**src/hw/ghash_pkg.sv**
```systemverilog
package ghash_pkg;

    // Block, key and tag width
    localparam int BLOCK_W = 128;

    // Accepted blocks per message
    localparam int N_BLOCKS = 4;

    // Width of the block counter
    localparam int CNT_W = 16;

    // Width of the skipped word counter
    localparam int SKIP_W = 16;

    // Edges from final block acceptance to tag strobe
    localparam int TAG_DELAY = 3;

    // Stages in the hash done delay chain
    // Intake register and tag register take the other two edges
    localparam int DONE_STAGES = TAG_DELAY - 2;

    // GCM reduction constant, 0xE1 followed by zeros
    localparam logic [BLOCK_W-1:0] GF_R = {8'hE1, {(BLOCK_W-8){1'b0}}};

    // Control FSM states
    typedef enum logic [1:0] {
        // No block of the message taken yet
        ST_IDLE,
        // Some blocks taken, final one still to come
        ST_ABSORB,
        // Final block taken, tag on its way out
        ST_DRAIN
    } ghash_state_t;

endpackage

```
**src/hw/ghash_control_unit.sv**
```systemverilog
`timescale 1ns/1ps

module ghash_control_unit (
    input  logic i_clock,
    input  logic i_reset,
    input  logic i_blk_valid,
    output logic o_hold,
    output logic o_hash_done
);
    import ghash_pkg::*;

    // FSM state
    ghash_state_t state;
    // Blocks counted in the current message
    logic [CNT_W-1:0] blk_cnt;
    // Final block strobe of the message
    logic last_block;
    // Delay chain from final block to hash done
    logic [DONE_STAGES-1:0] done_sr;

    // Count reaches the message length with this strobe
    assign last_block = i_blk_valid && ((blk_cnt + CNT_W'(1)) == CNT_W'(N_BLOCKS));

    // Hold from the final block strobe until hash done retires the message
    assign o_hold = last_block || (state == ST_DRAIN);

    assign o_hash_done = done_sr[DONE_STAGES-1];

    // State and block count
    always_ff @(posedge i_clock) begin
        if (i_reset) begin
            state   <= ST_IDLE;
            blk_cnt <= '0;
        end else begin
            case (state)
                ST_IDLE, ST_ABSORB: begin
                    if (last_block) begin
                        state <= ST_DRAIN;
                    end else if (i_blk_valid) begin
                        state <= ST_ABSORB;
                    end
                    if (i_blk_valid) begin
                        blk_cnt <= blk_cnt + CNT_W'(1);
                    end
                end
                ST_DRAIN: begin
                    // Tag leaves on this edge
                    if (o_hash_done) begin
                        state   <= ST_IDLE;
                        blk_cnt <= '0;
                    end
                end
                default: state <= ST_IDLE;
            endcase
        end
    end

    // Last block event delayed into the hash done pulse
    always_ff @(posedge i_clock) begin
        if (i_reset) begin
            done_sr <= '0;
        end else begin
            done_sr[0] <= last_block;
            for (int i = 1; i < DONE_STAGES; i++) begin
                done_sr[i] <= done_sr[i-1];
            end
        end
    end

endmodule

```
**config.mk**
```make
export PLATFORM = sky130hd
export DESIGN_NAME = ghash_control_unit
export DESIGN_NICKNAME = d
export VERILOG_FILES = /design/src/hw/ghash_pkg.sv /design/src/hw/ghash_control_unit.sv
export SDC_FILE = /design/constraint.sdc
export NUM_CORES = 1
export LEC_CHECK = 0
export BUFFER_PORTS_ARGS = -buffer_cell sky130_fd_sc_hd__buf_4
export CAP_MARGIN = 30
export CELL_PAD_IN_SITES_DETAIL_PLACEMENT = 0
export CELL_PAD_IN_SITES_GLOBAL_PLACEMENT = 2
export CORE_AREA = 4 4 49 83
export DETAILED_ROUTE_END_ITERATION = 16
export DIE_AREA = 0 0 53 87
export PLACE_DENSITY = 0.74
export SYNTH_ARGS = -nofsm -noshare
export SYNTH_HDL_FRONTEND = slang
export SYNTH_SLANG_ARGS = --single-unit
```
**constraint.sdc**
```tcl
create_clock -name i_clock -period 2.2 [get_ports i_clock]
set_input_delay 0.22 -clock i_clock [delete_from_list [all_inputs] [get_ports i_clock]]
set_output_delay 0.22 -clock i_clock [all_outputs]
set_load 0.1 [all_outputs]
```
# == Yosys cells after proc, flatten, opt, wreduce, memory -nomap -nowiden ==
# Index checks and enable logic that the tools add are counted.
# op_classes
addsub,1
n_mux,7
n_reduce_logical,7
eq_ne,6
# op_table
op,n
16-bit two-way mux,2
16-bit one-hot mux with 2 select lines,1
16-bit by 1-bit adder with 16-bit output (second input constant),1
16-bit by 3-bit == test with 1-bit output (second input constant),1
2-bit two-way mux,3
2-bit inequality test (second input constant),2
2-bit one-hot mux with 2 select lines,1
3-bit inequality test (second input constant),1
3-bit AND reduction,1
2-bit by 1-bit == test with 1-bit output (second input constant),1
2-bit == test (second input constant),1
2-bit zero test,1
2-bit AND reduction,1
2-bit nonzero test,1
2-bit OR reduction,1
1-bit logical AND,1
1-bit logical OR,1
# word_totals
ff_bits,19
inputBits,3
wordCells,24

# == Logic depth before layout (Yosys ltp) ==
# depth
word_depth,5
depth_mapped,7
mapped_depth_nobuf,6

# == Worst setup path before layout ==
# Ideal clock, no wire load.
# synth_timing
path_kind,flip-flop to output port
start,register blk_cnt[6]
end,output port o_hold
stages_incl_launch_ff,8
n_path_buf,2
slack_ps,-996
arrival_ps,2976
path_cell_list,dfxtp_1 -> buf_6 -> and4_1 -> buf_6 -> a311oi_1 -> a31oi_1 -> or4_4 -> o21bai_1
# synth_between
elab_chain_len,4
# synth_rtl
item,line_no,text
from (decl),ghash_control_unit.sv:15,logic [CNT_W-1:0] blk_cnt;
from (signal assigned),ghash_control_unit.sv:43,blk_cnt <= blk_cnt + CNT_W'(1);
16-bit by 1-bit adder with 16-bit output,ghash_control_unit.sv:22,assign last_block = i_blk_valid && ((blk_cnt + CNT_W'(1)) == CNT_W'(N_BLOCKS));
16-bit by 3-bit == test with 1-bit output,ghash_control_unit.sv:22,
1-bit logical AND,ghash_control_unit.sv:22,
1-bit logical OR,ghash_control_unit.sv:25,assign o_hold = last_block || (state == ST_DRAIN);
to (decl),ghash_control_unit.sv:7,"output logic o_hold,"
# No other way between the ends.

# == Worst setup path in the final report ==
# layout_timing
start,register blk_cnt[2]
end,output port o_hold
# The elaborated chain is that of the path after synthesis.

==> key figures <==
Status
  • Outcome: finished with violations
  • Failing checks: setup timing

Timing
  • Final hold slack: 269.6 ps
  • Final WS setup: -137.6 ps
  • Clk_skew: 2.205 ps
  • Worst Max-Slew Pin Slew: 622.8 ps
  • Setup violators final: 1
  • Slew HR: 58.48%
  • Max Transition Viols Final: 0
  • Max Fclk: 427.8 MHz
  • Final Hold Vio Count: 0
  • Final period utilization: 106.3%
  • Tmin final: 2338 ps
  • Unrepaired setup endpoints after global routing: true

Route
  • # DRC: 0
  • DR vias/cell: 5.652
  • DR iter-0 viols: 27
  • Drt pass-1 iters: 5
  • Number of routed nets with antenna violations: 0
  • Vias: 1249
  • Final WL: 3340 um
  • Drt wl/cell: 15.11 um

Global routing
  • Global-route wire length before repair: 5464 um
  • Largest net degree at the start of global routing: 21
  • Total grt overflow: 0
  • Tot GR Track Use: 15.96%
  • Vias in the first global route: 1175
  • Initial antenna violation count: 0

Place
  • DP Cell Count: 211
  • IO Port Bufs: 4
  • Routability cong.: 0.8350
  • Post-Place Worst Slack: -26.39 ps
  • Hpwl dp: 2391 um

Die
  • Chip Height: 87 um
  • I/O pins: 5
  • Initial Utilization: 33.62%
  • Num rows: 28
  • Width of the die: 53 um
  • Placeable core area: 3398 um^2
  • Die footprint: 4611 um^2

Layout
  • Diode count: 0
  • Ratio of cells with drive above 1 in the final layout: 32.95%
  • Final std cells w/o fill: 221
  • Commonest non-fill, non-tap cell in the layout: buf_4
  • Commonest non-fill, non-tap cells in the layout: buf_4 (33), nor2_1 (20), a21oi_1 (14), nand2_1 (11)
  • Nets: 181
  • Area grow syn2layout: 33.19%

Pwr
  • Lkg Pwr: 0.5736 nW
  • PD cells: 437.7 nW/um^2
  • Power, Total: 0.6659 mW
  • Max rail drop VDD: 0.0003223 V

Worst setup path
  • CP endpoint kind: output port
  • Worst reg-to-reg setup slack: 260 ps
  • Startpoint Class: register
  • Worst Setup EP: o_hold
  • Worst r2r src: blk_cnt[2]
  • Max Fanout on Critical Path: 6
  • Worst Setup SP: blk_cnt[2]
  • R2R cell count: 6
  • Setup CP Type: register to output port
  • Arr. time, crit path: 2120 ps
  • Critical Path RT: 1980 ps
  • FF-to-FF End: state[0]

Min path
  • Min-delay worst type: input pin to register

Logic synthesis
  • Post-synthesis sequential area ratio: 33.30%
  • Netlist cell types: 37
  • Post-synthesis register bit count: 19
  • Mapped Nets: 152
  • Yosys warning total: 0
  • Post-synthesis cell count: 148
  • Avg Inst Size Synth: 7.719 um^2
  • Synthesized cell area: 1142 um^2

CTS
  • Clk sink count: 19
  • CTS tree: yes
  • Longest Clk Path Bufs: 2
  • Clock transition at path regs: 70 ps
  • CTS root buffer: clkbuf_8
  • Clock latency on the worst-skew pair: 260 ps
  • CTS buffer count: 3
  • # H-tree levels: 1

Flow run
  • Max-cap viol count: 0
-- flip-flops by register name (all words and copies together), names as in the netlist --
register	count
o_hash_done	1
state	2
blk_cnt	16
-- kinds of logic after synthesis --
group	synth area share (%)
AOI/OAI and AO/OA	23.66
adders and majority gates	1.095
and+or+nand+nor	32.64
xor gates and xnor gates	2.301
buffers and inverters	7.009
DFF	33.30
-- final cells by class --
| cell class | instances | area (um^2) |
|---|---|---|
| Timing Repair Buffer | 34 | 267.8 |
| Tap cell | 45 | 56.30 |
| Clock buffer | 4 | 45.04 |
| Sequential cell | 19 | 401.6 |
| Inverter | 1 | 3.754 |
| Fill cell | 376 | 1877 |
| Multi-Input combinational cell | 118 | 747.0 |
-- per-layer routing --
metal	GRT usage, %	share of wire [%]	vias up
li1	-	-	606
met1	18.01	39	594
met2	28.85	54	34
met3	1.544	2.9	15
met4	7.442	3.1	0
met5	0	0	-
-- how the worst min path moves through the flow --
stage | start | end | slack (ps) | cells past startpoint
2_1_floorplan | i_reset | state[1] | 410 | 2
3_3_place_gp | blk_cnt[2] | blk_cnt[2] | 490 | 2
3_5_place_dp | blk_cnt[2] | blk_cnt[2] | 500 | 2
4_1_cts | i_reset | blk_cnt[5] | 280 | 2
5_1_grt | i_reset | blk_cnt[0] | 290 | 2
6_report | i_reset | blk_cnt[2] | 270 | 2
-- worst max-delay path: stages (launching register included) --
cell,delay (ps)
dfxtp_4,370
and4_4,260
nand4_1,120
xnor2_1,180
or4_4,580
o21bai_4,150
buf_12,180
-- Yosys cell counts --
library cell,n,area [um^2]
nor2_1,20,75.07
dfxtp_1,19,380.4
a21oi_1,14,70.07
nand2_1,11,41.29
o21ai_0,10,50.05
nand3_1,7,35.03
nor3_1,6,30.03
or3_1,6,37.54
a311oi_1,5,43.79
clkbuf_1,5,18.77
nand4_1,5,31.28
a31oi_1,3,18.77
and4_1,3,26.28
buf_6,3,33.78
a21o_1,2,15.01
a22oi_1,2,15.01
and3_1,2,12.51
and3_2,2,15.01
nand2b_1,2,12.51
nand3b_1,2,15.01
nor2b_1,2,12.51
xnor2_1,2,17.52
a211o_1,1,8.760
a211oi_1,1,7.510
a21o_2,1,8.760
buf_8,1,15.01
dlygate4sd1_1,1,8.760
ha_1,1,12.51
inv_1,1,3.750
nand4b_1,1,8.760
nor4b_1,1,8.760
o21a_1,1,7.510
o21bai_1,1,7.510
o2bb2ai_1,1,8.760
o32ai_1,1,8.760
or4_4,1,11.26
xor2_1,1,8.760
-- where the power goes --
group          internal [mW]  switching (mW)  leakage (nW)  total [mW]
Combinational         0.0246          0.0367         0.392      0.0613
Sequential             0.345         0.00495         0.159       0.350
Clock                  0.129           0.126        0.0228       0.255
Total                  0.498           0.167         0.574       0.666
-- what timing repair did --
action,4_1_cts,5_1_grt
gates resized for setup,19,3
buffers inserted,3,3
endpoints found under the setup margin,1,1
pin swaps,4,4
hold buffers,0,0
-- metrics by stage --
step	TNS (ps)	cell area (um^2)	utilization, %
3_5_place_dp	-26.39	1354	39.84
5_1_grt	-177.2	1521	44.77
3_3_place_gp	0	1354	39.84
4_1_cts	-142.0	1488	43.78
2_1_floorplan	-85.41	1164	-
6_report	-137.6	1521	44.77
Note: power is estimated with default switching activity, not from simulation.
