File: src/hw/ghash_pkg.sv
package ghash_pkg;

    // Block, key and tag width
    localparam int BLOCK_W = 128;

    // Accepted blocks per message
    localparam int N_BLOCKS = 4;

    // Width of the block counter
    localparam int CNT_W = 16;

    // Width of the skipped word counter
    localparam int SKIP_W = 16;

    // Edges from final block acceptance to tag strobe
    localparam int TAG_DELAY = 3;

    // Stages in the hash done delay chain
    // Intake register and tag register take the other two edges
    localparam int DONE_STAGES = TAG_DELAY - 2;

    // GCM reduction constant, 0xE1 followed by zeros
    localparam logic [BLOCK_W-1:0] GF_R = {8'hE1, {(BLOCK_W-8){1'b0}}};

    // Control FSM states
    typedef enum logic [1:0] {
        // No block of the message taken yet
        ST_IDLE,
        // Some blocks taken, final one still to come
        ST_ABSORB,
        // Final block taken, tag on its way out
        ST_DRAIN
    } ghash_state_t;

endpackage

File: src/hw/ghash_tag_out.sv
`timescale 1ns/1ps

module ghash_tag_out (
    input  logic                        i_clock,
    input  logic                        i_reset,
    input  logic                        i_hash_done,
    input  logic [ghash_pkg::BLOCK_W-1:0] i_y,
    output logic                        o_tag_valid,
    output logic [ghash_pkg::BLOCK_W-1:0] o_tag
);
    import ghash_pkg::*;

    // Tag strobe, one cycle after hash done
    always_ff @(posedge i_clock) begin
        if (i_reset) begin
            o_tag_valid <= 1'b0;
        end else begin
            o_tag_valid <= i_hash_done;
        end
    end

    // Tag register
    // Final Y is valid while hash done is high, kept until the next message
    always_ff @(posedge i_clock) begin
        if (i_reset) begin
            o_tag <= {BLOCK_W{1'b0}};
        end else if (i_hash_done) begin
            o_tag <= i_y;
        end
    end

endmodule

File: config.mk
export PLATFORM = sky130hd
export DESIGN_NAME = ghash_tag_out
export DESIGN_NICKNAME = d
export VERILOG_FILES = /design/src/hw/ghash_pkg.sv /design/src/hw/ghash_tag_out.sv
export SDC_FILE = /design/constraint.sdc
export NUM_CORES = 1
export LEC_CHECK = 0
export BUFFER_PORTS_ARGS = -buffer_cell sky130_fd_sc_hd__clkbuf_2
export CORE_MARGIN = 2
export CORE_UTILIZATION = 44
export DETAILED_ROUTE_END_ITERATION = 6
export GPL_ROUTABILITY_DRIVEN = 0
export PLACE_DENSITY_LB_ADDON = 0.12
export SETUP_SLACK_MARGIN = 0.5
export SYNTH_ARGS = -nofsm -noshare
export SYNTH_HDL_FRONTEND = slang
export SYNTH_SLANG_ARGS = --single-unit
File: constraint.sdc
create_clock -name i_clock -period 0.9 [get_ports i_clock]
set_input_delay 0.09 -clock i_clock [delete_from_list [all_inputs] [get_ports i_clock]]
set_output_delay 0.09 -clock i_clock [all_outputs]
set_load 0.01 [all_outputs]
# After elaboration in Yosys (flattened, before gate mapping)
# Cells that the tools add are included.
dict set report totals {
  output_inout_bits 129
  input_bits 131
  register_bits 129
  word_cells 2
}

# Logic depth before layout (Yosys ltp)
dict set report depth {
  word_depth 0
  mapped_depth 5
  depth_no_buf 2
}

# Least setup slack after synthesis
# No wires, ideal clock.
dict set report synth_path {
  path_type {input -> register}
  start {input i_hash_done}
  end {register o_tag[100] in the netlist's numbering}
  arrival_ps 720
  setup_ps 128
  cell_stages 5
  path_buffers 3
  required_ps 772
  setup_slack_ps 53
  path_cell_list {buf_4 buf_12 buf_12 mux2i_1 nor2_1}
}
# element line
set synth_rtl {}
lappend synth_rtl {{start: declaration} ghash_tag_out.sv:6} ;# input logic i_hash_done,
lappend synth_rtl {{end signal: assignment} ghash_tag_out.sv:26} ;# o_tag <= {BLOCK_W{1'b0}};
lappend synth_rtl {{end signal: assignment} ghash_tag_out.sv:28} ;# o_tag <= i_y;
lappend synth_rtl {{end: declaration} ghash_tag_out.sv:9} ;# output logic [ghash_pkg::BLOCK_W-1:0] o_tag

# Worst setup path after layout
dict set report layout_path {
  start {register o_tag[110] in the netlist's numbering}
  end {output o_tag[110] in the netlist's numbering}
}
# No word-level cell between the ends.

==> tab_implementation.tex <==
\begin{tabular}{lr}
\hline
Metric & Value \\
\hline
\multicolumn{2}{l}{\textbf{Worst setup path}} \\
\quad Crit start category & register \\
\quad Cell at the slowest stage of the critical path & sky130\_fd\_sc\_hd\_\_dfxtp\_2 \\
\quad Endpoint type of the worst setup path & output pin \\
\quad Crit path cell chain & buf\_8 \\
\quad Buffers plus inverters on the worst setup path & 1 \\
\quad Delay-heaviest family, CP & flip-flops \\
\quad Crit path required time & 810 ps \\
\quad Critical Path Max Stage Delay & roughly 350 ps \\
\quad Type of the worst setup path & reg -> out \\
\quad Worst endpoint data arrival time & between 900 and 1000 ps \\
\quad Max FO, Critical Path & 2 \\
\multicolumn{2}{l}{\textbf{Logic synthesis}} \\
\quad Netlist area before placement & $\sim$0.0047 mm² \\
\quad Number of nets in the synthesized netlist & 546 \\
\quad Cells taking the most area after synthesis & sky130\_fd\_sc\_hd\_\_dfxtp\_1 (55\%), sky130\_fd\_sc\_hd\_\_mux2i\_1 (27\%), sky130\_fd\_sc\_hd\_\_nor2\_1 (10\%), sky130\_fd\_sc\_hd\_\_buf\_12 (4.7\%), sky130\_fd\_sc\_hd\_\_clkbuf\_1 (0.97\%) \\
\quad FF+latch count, synth & about 130 \\
\quad Compound-cell area share of the yosys netlist & 0 \\
\quad Synthesized area per cell & between 10 and 15 µm² \\
\quad Register area share after synthesis & 0.553 \\
\quad Proportion of netlist area held by the largest area contributor & 0.553 \\
\quad Adder-cell share of the synthesized area & 0 \\
\quad Synth Area in XOR/XNOR & 0 \\
\quad Number of instances in the synthesized netlist & between 400 and 500 \\
\quad Post-synthesis cell type with the largest combined area & sky130\_fd\_sc\_hd\_\_dfxtp\_1 \\
\quad Combinational family with the most area after synthesis & multiplexers \\
\quad Post-synthesis simple-gate area fraction & 0.104 \\
\quad Warnings, synthesis & 0 \\
\quad Mux contribution to synthesized area & 0.275 \\
\quad Post-synthesis cell type count & 10 \\
\multicolumn{2}{l}{\textbf{STA}} \\
\quad Sum Neg Setup Slack & -17110 ps \\
\quad Worst max-slew margin expressed relative to the limit & 0.812 \\
\quad Hold Vio Cnt, Final & 129 \\
\quad Peak clock frequency supported by timing & between 900 and 1000 MHz \\
\quad Fraction of the cycle the final worst path needs & 1.17 \\
\quad Least-Margin Pin Slew & about 280 ps \\
\quad Final critical path time including I/O delays and setup & 1060 ps \\
\quad Worst-case hold slack & -182 ps \\
\quad Number of slew-limit violations in the final report & 0 \\
\quad Final critical-path setup slack & -156 ps \\
\quad RSZ-0062 raised after global routing & yes \\
\quad Total setup violations reported at the end of the flow & 129 \\
\quad Maximum clock skew at final layout & 0 ps \\
\multicolumn{2}{l}{\textbf{Global routing}} \\
\quad Via count of the first global-routing pass & 3780 \\
\quad Congestion Overflow GR & 0 \\
\quad Largest net degree at the start of global routing & 39 \\
\quad Tot GR Track Use & 0.204 \\
\quad Wire length of the first global-routing pass & about 18000 µm \\
\quad Initial antenna violation count & 0 \\
\multicolumn{2}{l}{\textbf{Detailed routing}} \\
\quad Detail-routed via count per cell & 4.77 \\
\quad Detailed-route via count & between 4k and 5k \\
\quad Wire length after detailed routing & 13300 µm \\
\quad Wirelength per Cell & $\sim$16 µm \\
\quad Remaining antenna violation count & 0 \\
\quad Iteration-0 DRC count of the detailed router & between 150 and 200 \\
\quad DRC viols & 0 \\
\quad First-pass detailed-route iteration total & 5 \\
\multicolumn{2}{l}{\textbf{Clock tree}} \\
\quad Root buffer cell & sky130\_fd\_sc\_hd\_\_clkbuf\_8 \\
\quad Number of H-tree levels & 4 \\
\quad Clock buffers created by TritonCTS & 17 \\
\quad CTS Sinks & 129 \\
\quad TritonCTS clock tree & done \\
\quad Buffer depth of the longest clock path & 2 \\
\quad Skew-Pair Late Insertion Delay & roughly 500 ps \\
\quad Clock-pin slew on the worst setup and hold paths & approximately 60 ps \\
\multicolumn{2}{l}{\textbf{Placed design}} \\
\quad Cell total after placement & a little under 800 \\
\quad Half-perimeter wire length of the detailed placement result & 8260 µm \\
\quad Placement-stage worst setup slack & -33.7 ps \\
\quad Input/output buffers & 259 \\
\multicolumn{2}{l}{\textbf{Floorplan}} \\
\quad Core outline area & between 0.01 and 0.015 mm² \\
\quad Die area & approximately 0.011 mm² \\
\quad Initial core utilization & 0.452 \\
\quad Height of the die & approximately 110 µm \\
\quad Number of standard-cell rows in the floorplan & 37 \\
\quad Top Ports & 260 \\
\quad Die X-Extent & between 100 and 150 µm \\
\multicolumn{2}{l}{\textbf{Power}} \\
\quad Seq pwr share & 0.404 \\
\quad Part of the power in the clock network & 0.456 \\
\quad Comb pwr share & 0.140 \\
\quad Pwr/cell area & 2000 mW/mm² \\
\quad Net switching fraction of the power & 0.223 \\
\quad Maximum vdd drop & 1.14 mV \\
\quad Sw Pwr & 3.52 mW \\
\quad PnR Total Power & approximately 16 mW \\
\quad Pleak & 3.95 nW \\
\quad Internal power component & around 12 mW \\
\multicolumn{2}{l}{\textbf{Hold path}} \\
\quad Min-Delay Path Class & in -> reg \\
\multicolumn{2}{l}{\textbf{Finish}} \\
\quad Post-synthesis to final-layout area growth & 69.4\% \\
\quad Commonest non-fill, non-tap cell in the layout & sky130\_fd\_sc\_hd\_\_dfxtp\_2 \\
\quad Antenna Cells & 0 \\
\quad Layout net count & approximately 830 \\
\quad Layout Cells excl Fill & $\sim$840 \\
\quad Ratio of cells with drive above 1 in the final layout & 0.642 \\
\quad Most used cells in the layout excluding fill and tap cells & sky130\_fd\_sc\_hd\_\_dfxtp\_2 (129), sky130\_fd\_sc\_hd\_\_nor2\_1 (128), sky130\_fd\_sc\_hd\_\_clkbuf\_2 (128), sky130\_fd\_sc\_hd\_\_buf\_6 (125), sky130\_fd\_sc\_hd\_\_mux2i\_1 (124) \\
\multicolumn{2}{l}{\textbf{Outcome}} \\
\quad Outcome & complete, but fails checks \\
\quad Violations in the final reports & negative hold slack, negative setup slack \\
\multicolumn{2}{l}{\textbf{Flow run}} \\
\quad Max\_cap viols & 0 \\
\hline
\end{tabular}
-- per-stage QoR --
step	area (µm²)	utilization	hold slack, ps
2_1_floorplan	4710	-	237
3_3_place_gp	6030	0.584	321
3_5_place_dp	6030	0.584	332
4_1_cts	7040	0.682	-211
5_1_grt	7910	0.766	-199
6_report	7910	0.766	-182
-- layout make-up --
class                           count  area (µm²)
Fill cell                         700        2420
Multi-Input combinational cell    257        1790
Clock buffer                       22         483
Timing Repair Buffer              290        2570
Tap cell                          136         170
Sequential cell                   129        2740
Clock inverter                      9         153
-- worst register-to-register path, stage by stage, from the launching register on --
cell,delay (ps)
sky130_fd_sc_hd__dfxtp_2,330
sky130_fd_sc_hd__buf_6,110
sky130_fd_sc_hd__buf_6,100
sky130_fd_sc_hd__mux2i_2,140
sky130_fd_sc_hd__nor2_1,60
-- kinds of logic (layout without fill, tap and decap cells) --
family	after synthesis	count (layout)
flops	129	129
buf+inv	29	321
mux	128	128
simple gates	129	129
-- synth_stat cells --
master / instances
sky130_fd_sc_hd__mux2i_1: 128
sky130_fd_sc_hd__buf_6: 1
sky130_fd_sc_hd__clkbuf_1: 12
sky130_fd_sc_hd__buf_12: 11
sky130_fd_sc_hd__buf_8: 1
sky130_fd_sc_hd__nor2b_1: 1
sky130_fd_sc_hd__dfxtp_1: 129
sky130_fd_sc_hd__nor2_1: 128
sky130_fd_sc_hd__buf_2: 2
sky130_fd_sc_hd__buf_4: 2
-- power groups by stage --
stage                     clock (mW)  combinational (mW)  sequential (mW)
after CTS                       7.34                1.76             6.31
after global placement             0                1.62             6.35
after floorplan                    0               0.791             6.52
after global routing            7.64                2.37             6.43
after detailed placement           0                1.65             6.36
final                           7.21                2.21             6.40
-- state kept, by name (all words and copies together) (netlist names) --
register     cells
o_tag          128
o_tag_valid      1
-- metal layers --
| layer | vias up | track usage | routed length, µm |
|---|---|---|---|
| met1 | 1893 | 0.216 | 4790 |
| met4 | 0 | 0.0816 | 204 |
| met5 | - | 0 | 0 |
| met2 | 172 | 0.364 | 7300 |
| met3 | 17 | 0.0772 | 1030 |
| li1 | 1940 | - | - |
-- path summary, 6_finish.rpt --
path                      startpoint                 endpoint  slack (ps)  depth (start not counted)
max          o_tag[110]$_SDFFE_PP0P_               o_tag[110]        -160                          1
min reg2reg   o_tag[67]$_SDFFE_PP0P_   o_tag[67]$_SDFFE_PP0P_         490                          2
min                         i_y[127]  o_tag[127]$_SDFFE_PP0P_        -180                          3
max reg2reg   o_tag[23]$_SDFFE_PP0P_   o_tag[23]$_SDFFE_PP0P_          60                          4
-- what timing repair did --
action / in CTS / in global routing
setup endpoints to repair: 257 / 257
setup buffers: 5 / 14
gates cloned: 0 / 0
hold endpoints to repair: 129 / 129
pin swaps: 5 / 31
resized for setup: 126 / 254
Note: power is estimated with default switching activity, not from simulation.
