## src/hw/ghash_pkg.sv

```systemverilog
package ghash_pkg;

    // Block, key and tag width
    localparam int BLOCK_W = 128;

    // Accepted blocks per message
    localparam int N_BLOCKS = 4;

    // Width of the block counter
    localparam int CNT_W = 16;

    // Width of the skipped word counter
    localparam int SKIP_W = 16;

    // Edges from final block acceptance to tag strobe
    localparam int TAG_DELAY = 3;

    // Stages in the hash done delay chain
    // Intake register and tag register take the other two edges
    localparam int DONE_STAGES = TAG_DELAY - 2;

    // GCM reduction constant, 0xE1 followed by zeros
    localparam logic [BLOCK_W-1:0] GF_R = {8'hE1, {(BLOCK_W-8){1'b0}}};

    // Control FSM states
    typedef enum logic [1:0] {
        // No block of the message taken yet
        ST_IDLE,
        // Some blocks taken, final one still to come
        ST_ABSORB,
        // Final block taken, tag on its way out
        ST_DRAIN
    } ghash_state_t;

endpackage

```

## src/hw/ghash_block_intake.sv

```systemverilog
`timescale 1ns/1ps

module ghash_block_intake (
    input  logic                        i_clock,
    input  logic                        i_reset,
    input  logic                        i_valid,
    input  logic                        i_skip,
    input  logic                        i_hold,
    input  logic [ghash_pkg::BLOCK_W-1:0] i_block,
    output logic                        o_blk_valid,
    output logic [ghash_pkg::BLOCK_W-1:0] o_blk_data,
    output logic [ghash_pkg::SKIP_W-1:0]  o_skip_count
);
    import ghash_pkg::*;

    // Word goes to the hash only when not skipped and not held off
    logic accept;
    // Skip strobe qualified by the bus valid
    logic skip_word;

    assign accept    = i_valid & ~i_skip & ~i_hold;
    assign skip_word = i_valid & i_skip;

    // One-cycle block strobe
    always_ff @(posedge i_clock) begin
        if (i_reset) begin
            o_blk_valid <= 1'b0;
        end else begin
            o_blk_valid <= accept;
        end
    end

    // Payload register, only loads on accepted words
    always_ff @(posedge i_clock) begin
        if (accept) begin
            o_blk_data <= i_block;
        end
    end

    // Skipped words since reset
    // Counted even while hold is high
    always_ff @(posedge i_clock) begin
        if (i_reset) begin
            o_skip_count <= '0;
        end else if (skip_word) begin
            o_skip_count <= o_skip_count + SKIP_W'(1);
        end
    end

endmodule

```

## config.mk

```make
export PLATFORM = sky130hd
export DESIGN_NAME = ghash_block_intake
export DESIGN_NICKNAME = d
export VERILOG_FILES = /design/src/hw/ghash_pkg.sv /design/src/hw/ghash_block_intake.sv
export SDC_FILE = /design/constraint.sdc
export NUM_CORES = 1
export LEC_CHECK = 0
export BUFFER_PORTS_ARGS = -buffer_cell sky130_fd_sc_hd__buf_4
export CAP_MARGIN = 20
export CORE_AREA = 2 2 107 109
export DETAILED_ROUTE_END_ITERATION = 12
export DIE_AREA = 0 0 109 111
export PLACE_DENSITY = 0.88
export SLEW_MARGIN = 40
export SYNTH_ARGS = -nofsm -noshare
export SYNTH_HDL_FRONTEND = slang
export SYNTH_SLANG_ARGS = --single-unit
```

## constraint.sdc

```tcl
create_clock -name i_clock -period 12.2 [get_ports i_clock]
set_input_delay 1.22 -clock i_clock [delete_from_list [all_inputs] [get_ports i_clock]]
set_output_delay 1.22 -clock i_clock [all_outputs]
set_load 0.05 [all_outputs]
```

Word-level counts from Yosys, hierarchy flattened
Index checks and enable logic that the tools add are counted.
{"block": "word_totals", "wordCells": 9, "ff_bits": 145, "output_inout_bits": 145, "input_bits": 133}
{"block": "classes", "n_bitwise": 5, "add_sub_neg": 1}
{"operator": "$add 16x1->16 const B", "count": 1}
{"operator": "$and 1x1->1", "count": 3}
{"operator": "$not 1->1", "count": 2}

Depth between registers and ports, before layout
Gate-level depths: netlist of the first run.
{"block": "logic_depth", "word_depth": 3, "mapped_depth": 5, "ltp_nobuf": 5}

Worst setup path before layout of the first run
No wires, ideal clock.
{"block": "synth_path", "path_kind": "input port to flip-flop", "from": "input i_skip", "to": "register o_blk_data[0] (netlist name), enable pin", "arrival_ns": 10.553, "path_stages": 1, "setup_time_ns": 0.802, "path_slack_ns": 0.844, "path_buffers": 0, "t_required_ns": 11.398, "cell_sequence": "nor3b_1"}
{"block": "synth_via", "elab_chain_len": 3}
{"element": "start, declared", "line_no": "ghash_block_intake.sv:7", "source": "input logic i_skip,"}
{"element": "$not 1->1", "line_no": "ghash_block_intake.sv:21", "source": "assign accept = i_valid & ~i_skip & ~i_hold;"}
{"element": "$and 1x1->1 (2 in a row)", "line_no": "ghash_block_intake.sv:21"}
{"element": "end signal, assigned", "line_no": "ghash_block_intake.sv:36", "source": "o_blk_data <= i_block;"}
{"element": "end, declared", "line_no": "ghash_block_intake.sv:11", "source": "output logic [ghash_pkg::BLOCK_W-1:0] o_blk_data,"}
No other way between the ends.
A chain may end at the register's enable or synchronous reset.

Worst setup path in the final report of the first run
{"block": "layout_path", "from": "input i_skip", "to": "register o_blk_data[6] (netlist name), enable pin"}
{"block": "layout_via", "elab_chain_len": 3}
{"element": "$not 1->1", "line_no": "ghash_block_intake.sv:21"}
{"element": "$and 1x1->1 (2 in a row)", "line_no": "ghash_block_intake.sv:21"}
{"element": "net accept", "line_no": "ghash_block_intake.sv:17", "source": "logic accept;"}
The timed path passes the listed nets, and every way through them passes these cells.

==> impl_metrics.json, run 1 <==
{
  "mostFrequentLayoutCell": "buf_4",
  "clkTransAtPathRegs_ns": 0.06,
  "synth_area_mm2": 0.004604,
  "worst_slew_pin_slew_ns": 0.8195,
  "p_leak_uw": 0.003062,
  "rows": 39,
  "grt_max_degree": 68,
  "antenna_left": 0,
  "ctsResizeCount": 0,
  "synth.top_cell.area_share_pct": 83.48,
  "syn_to_final_growth_pct": 61.20,
  "setup_viol": 0,
  "die_y_um": 111,
  "wl_per_cell_um": 17.97,
  "start_util_pct": 41.57,
  "cts_buffers": 17,
  "drt_iter0_markers": 157,
  "ff2ff_setup_slack_ns": 10.58,
  "drc_errors": 0,
  "ys_top_cells_by_area": "edfxtp_1 (83%), dfxtp_1 (7.4%), xor2_1 (1.9%)",
  "powerDensity_mw_per_mm2": 160.1,
  "ys_warn_count": 0,
  "die_area_mm2": 0.01210,
  "synth_nets": 344,
  "core_region_area_mm2": 0.01108,
  "rr_worst_depth": 4,
  "timing.fmax_ghz": 0.3381,
  "dp_hpwl_mm": 8.830,
  "worst-endpoint-required_ns": 12.24,
  "clock_skew_ns": 0.002186,
  "min_path_type": "reg2reg",
  "synth_flop_cell": "edfxtp_1",
  "h-tree-depth": 4,
  "layout_common_cells": "buf_4 (279), edfxtp_1 (128), clkbuf_16 (17), dfxtp_1 (17), nor2_1 (14)",
  "worstPathArrival_ns": 2.99,
  "top_layer_used": "met4",
  "ir_drop_uv": 80.43,
  "die_w_um": 109,
  "cts_buffer_depth": 2,
  "rsz0062_at_grt": "no",
  "fin_crit_ns": 2.957,
  "run_status": "completed",
  "netlist_instances": 210,
  "crit_end": "o_blk_data[6]",
  "antenna_found_initial": 0,
  "critPathMaxFanout": 67,
  "ys_seq_area_share_pct": 90.87,
  "finalHoldViolCount": 0,
  "path_cells": "buf_4 > nor3b_2 > buf_4 > buf_4",
  "cts_tree": "done",
  "met3_length_mm": 1.085,
  "cts-root-buf": "clkbuf_16",
  "max_stage_delay_ns": 0.77,
  "drt_first_pass_iters": 4,
  "placed_cell_area_mm2": 0.006875,
  "final_util_pct": 67.01,
  "worstSetupPathType": "in2reg",
  "antenna_cells": 0,
  "period_share_pct": 24.24,
  "worst_r2r_endpoint": "o_skip_count[15]",
  "ys_ff_latch": 145,
  "dr_wl_met2_mm": 6.405,
  "io_pins": 278,
  "n_fill_cell": 782,
  "crit_top_cell": "buf_4",
  "drive_gt1_share_pct": 61.08,
  "synthDistinctLibCells": 25,
  "wl_mm": 11.90,
  "final_nets": 640,
  "synth-edff-count": 128,
  "start_kind": "input port",
  "vias_per_cell": 4.651,
  "timing.rr.start": "o_skip_count[3]",
  "slew_headroom_pct": 45.37,
  "crit_slowest_cell": "buf_4",
  "cp-end-kind": "flip-flop",
  "port-buffer-count": 277,
  "vias": 3079,
  "track_usage_pct": 19.08,
  "cts_hold_buf": 0,
  "maxCapViolations": 0,
  "synth_top_area_cell": "edfxtp_1",
  "grt_pass1_wl_mm": 16.46,
  "grt-ovfl-total": 0,
  "cts.sinks": 145,
  "met1Wirelength_mm": 4.107,
  "startpoint": "i_skip",
  "grt_pass1_vias": 3074,
  "place_congestion": 0.7983,
  "syn_avg_cell_area_um2": 21.93,
  "tns_ns": 0,
  "async_reset_ff_share_pct": 0,
  "maxSlewViolCount": 0,
  "stdcell_area_mm2": 0.007422,
  "clk_latency_ns": 0.41,
  "postCtsSetupRepairBufs": 0
}
[worst max-delay path: cells and delay by family]
| family | cells | cell delay, ns |
|---|---|---|
| buffers and inverters | 3 | 1.52 |
| and+or+nand+nor | 1 | 0.16 |
[how the worst min path moves through the flow]
stage / slack, ns / to / cells past startpoint / start
floorplan: 0.69 / o_skip_count[1] / 2 / o_skip_count[1]
global placement: 0.48 / o_skip_count[1] / 2 / o_skip_count[1]
detailed placement: 0.54 / o_skip_count[1] / 2 / o_skip_count[1]
CTS: 0.56 / o_skip_count[1] / 2 / o_skip_count[1]
global route: 0.57 / o_skip_count[14] / 2 / o_skip_count[14]
finish: 0.54 / o_skip_count[14] / 2 / o_skip_count[14]
[through the flow]
stage | hold slack (ns) | std cells | worst slack (ns) | power (µW)
2_1_floorplan | 0.6948 | 210 | 0.8445 | 663.7
3_3_place_gp | 0.4824 | 630 | 8.884 | 724.7
3_5_place_dp | 0.5393 | 630 | 8.823 | 728.9
4_1_cts | 0.5552 | 662 | 9.274 | 1202
5_1_grt | 0.5675 | 662 | 9.139 | 1228
6_report | 0.5445 | 662 | 9.243 | 1188
[layer usage]
layer / up-vias / track usage (%)
li1: 1407 / -
met1: 1474 / 20.34
met2: 174 / 33.00
met3: 24 / 7.407
met4: 0 / 8.291
met5: - / 0
[report_power, final]
part / total [µW] / internal (µW) / switching, µW
Sequential: 571 / 564 / 7.02
Combinational: 147 / 52.2 / 95.0
Clock: 470 / 278 / 192
Total: 1190 / 894 / 294
[area by class of cell]
class | count | area (µm²) | share of cell area (%)
multi-input cells | 62 | 414.1 | 5.580
clock buffers | 18 | 429.2 | 5.782
inverters | 1 | 3.754 | 0.05057
well taps | 143 | 178.9 | 2.411
clock inverters | 14 | 117.6 | 1.585
repair buffers | 279 | 2095 | 28.22
flip-flops and latches | 145 | 4184 | 56.37
[state kept, by name, summed over array words and instances, names as in the netlist]
signal and cells:
o_blk_data 128, o_skip_count 16, o_blk_valid 1
[synthesized netlist by cell type, types with 2 or more instances]
cell type  number
nand3_1         6
edfxtp_1      128
mux2_2          2
clkbuf_1        2
nor2_1         14
and4_4          3
nand4_1         4
dfxtp_1        17
a21oi_1         3
xor2_1         10
nand2_1         4
nor2b_1         4
[cell families after synthesis]
kind of cell,after synthesis,synth area share [%]
flops,145,90.87
mux,3,0.7336
simple gates,43,5.353
buf+inv,3,0.2445
fa+ha+maj,1,0.2717
xor+xnor,10,1.902
compound gates,5,0.6248
No activity file was read; power rests on OpenSTA's default activity.
==> inputs of run 2 (changes only) <==
==> constraint.sdc (replaced) <==
create_clock -name i_clock -period 3 [get_ports i_clock]
set_input_delay 0.3 -clock i_clock [delete_from_list [all_inputs] [get_ports i_clock]]
set_output_delay 0.3 -clock i_clock [all_outputs]
set_load 0.05 [all_outputs]
==> impl_metrics.json, run 2 (synthesized netlist as in run 1, its figures left out) <==
{
  "dr_wl_met2_mm": 7.017,
  "grt-ovfl-total": 0,
  "cts.sinks": 145,
  "n_fill_cell": 740,
  "met1Wirelength_mm": 4.128,
  "min_path_type": "in2reg",
  "grt_pass1_vias": 3133,
  "ff2ff_setup_slack_ns": 1.37,
  "crit_end": "o_skip_count[15]",
  "grt_max_degree": 70,
  "clk_latency_ns": 0.41,
  "place_congestion": 0.7803,
  "cts-root-buf": "clkbuf_16",
  "maxCapViolations": 0,
  "start_util_pct": 41.57,
  "rows": 39,
  "cts_tree": "done",
  "ctsResizeCount": 0,
  "drt_first_pass_iters": 4,
  "worstPathArrival_ns": 1.93,
  "run_status": "completed",
  "die_area_mm2": 0.01210,
  "postCtsSetupRepairBufs": 0,
  "setup_viol": 0,
  "antenna_left": 0,
  "worstSetupPathType": "reg2reg",
  "largest-register": "o_blk_data",
  "h-tree-depth": 4,
  "worst_slew_pin_slew_ns": 0.3716,
  "cts_buffer_depth": 2,
  "pre_cts_slack_ns": 1.397,
  "io_pins": 278,
  "slew_headroom_pct": 75.23,
  "antenna_found_initial": 0,
  "ir_drop_uv": 312.3,
  "met3_length_mm": 1.210,
  "core_region_area_mm2": 0.01108,
  "clkTransAtPathRegs_ns": 0.06,
  "track_usage_pct": 20.54,
  "drt_iter0_markers": 151,
  "worst_slack_ns": 1.368,
  "worst-endpoint-required_ns": 3.30,
  "cp-end-kind": "flip-flop",
  "wl_per_cell_um": 19.14,
  "timing.rr.start": "o_skip_count[3]",
  "rsz0062_at_grt": "no",
  "mostFrequentLayoutCell": "buf_4",
  "fin_crit_ns": 1.632,
  "clock_skew_ns": 0.004222,
  "syn_to_final_growth_pct": 64.29,
  "dp_hpwl_mm": 9.487,
  "drive_gt1_share_pct": 61.27,
  "p_leak_uw": 0.003142,
  "start_kind": "flip-flop",
  "cts_hold_buf": 0,
  "final_nets": 640,
  "final_util_pct": 68.29,
  "rr_worst_depth": 4,
  "period_share_pct": 54.41,
  "worst_r2r_endpoint": "o_skip_count[15]",
  "maxSlewViolCount": 0,
  "startpoint": "o_skip_count[3]",
  "cts_buffers": 17,
  "die_y_um": 111,
  "top_layer_used": "met4",
  "powerDensity_mw_per_mm2": 691.6,
  "critPathMaxFanout": 6,
  "die_w_um": 109,
  "largest_reg_flops": 128,
  "timing.fmax_ghz": 0.6126,
  "reg_top3": "o_blk_data (128), o_skip_count (16), o_blk_valid (1)",
  "antenna_cells": 0,
  "vias_per_cell": 4.672,
  "drc_errors": 0,
  "finalHoldViolCount": 0,
  "port-buffer-count": 277,
  "wl_mm": 12.67,
  "vias": 3093,
  "layout_common_cells": "buf_4 (277), edfxtp_1 (128), clkbuf_16 (17), dfxtp_1 (17), nor2_1 (14)",
  "grt_pass1_wl_mm": 17.84
}
## run 2: cell count changes in the layout (fill, tap and decap cells not counted), sizes merged
cell      delta
clkinvlp     -5
bufinv       +4
clkbuf       +5
clkinv       -3
inv          -1
## run 2: layout make-up
type / instances / area, µm² / area share, %
multi-input cells: 62 / 420.4 / 5.557
flip-flops and latches: 145 / 4184 / 55.31
repair buffers: 279 / 2120 / 28.02
inverters: 1 / 3.754 / 0.04962
clock buffers: 23 / 478.0 / 6.318
well taps: 143 / 178.9 / 2.365
clock inverters: 9 / 180.2 / 2.382
## run 2: how the worst min path moves through the flow
stage	start	end	slack, ns	cells past startpoint
floorplan	i_block[0]	o_blk_data[0]	0.40	0
global placement	o_skip_count[1]	o_skip_count[1]	0.47	2
detailed placement	i_block[59]	o_blk_data[59]	0.48	1
CTS	i_block[27]	o_blk_data[27]	0.04	1
global route	i_block[27]	o_blk_data[27]	0.04	1
finish	i_block[27]	o_blk_data[27]	0.07	1
## run 2: routing by layer
layer / track usage, % / up-vias
met5: 0 / -
met4: 9.316 / 0
met3: 7.407 / 30
met2: 36.07 / 160
met1: 21.57 / 1499
li1: - / 1404
## run 2: where the power goes
| group | internal, µW | switching (µW) |
|---|---|---|
| logic | 216 | 391 |
| clock network | 1540 | 758 |
| registers | 2290 | 28.7 |
## run 2: stage by stage
stage               cells  instance area, µm²  hold slack, ns  TNS (ns)  total power [µW]
global placement      630                6907          0.4744         0              2953
detailed placement    630                6907          0.4792         0              2972
CTS                   662                7565         0.04151         0              5287
global route          662                7565         0.04095         0              5373
floorplan             210                4616          0.3989   -130.49              2688
finish                662                7565         0.06535         0              5232
## run 2: critical path, cell delays in order, from the launching register on
cell	delay (ns)
dfxtp_1	0.45
and4_4	0.30
and4_4	0.27
nor3b_2	0.17
mux2_2	0.34
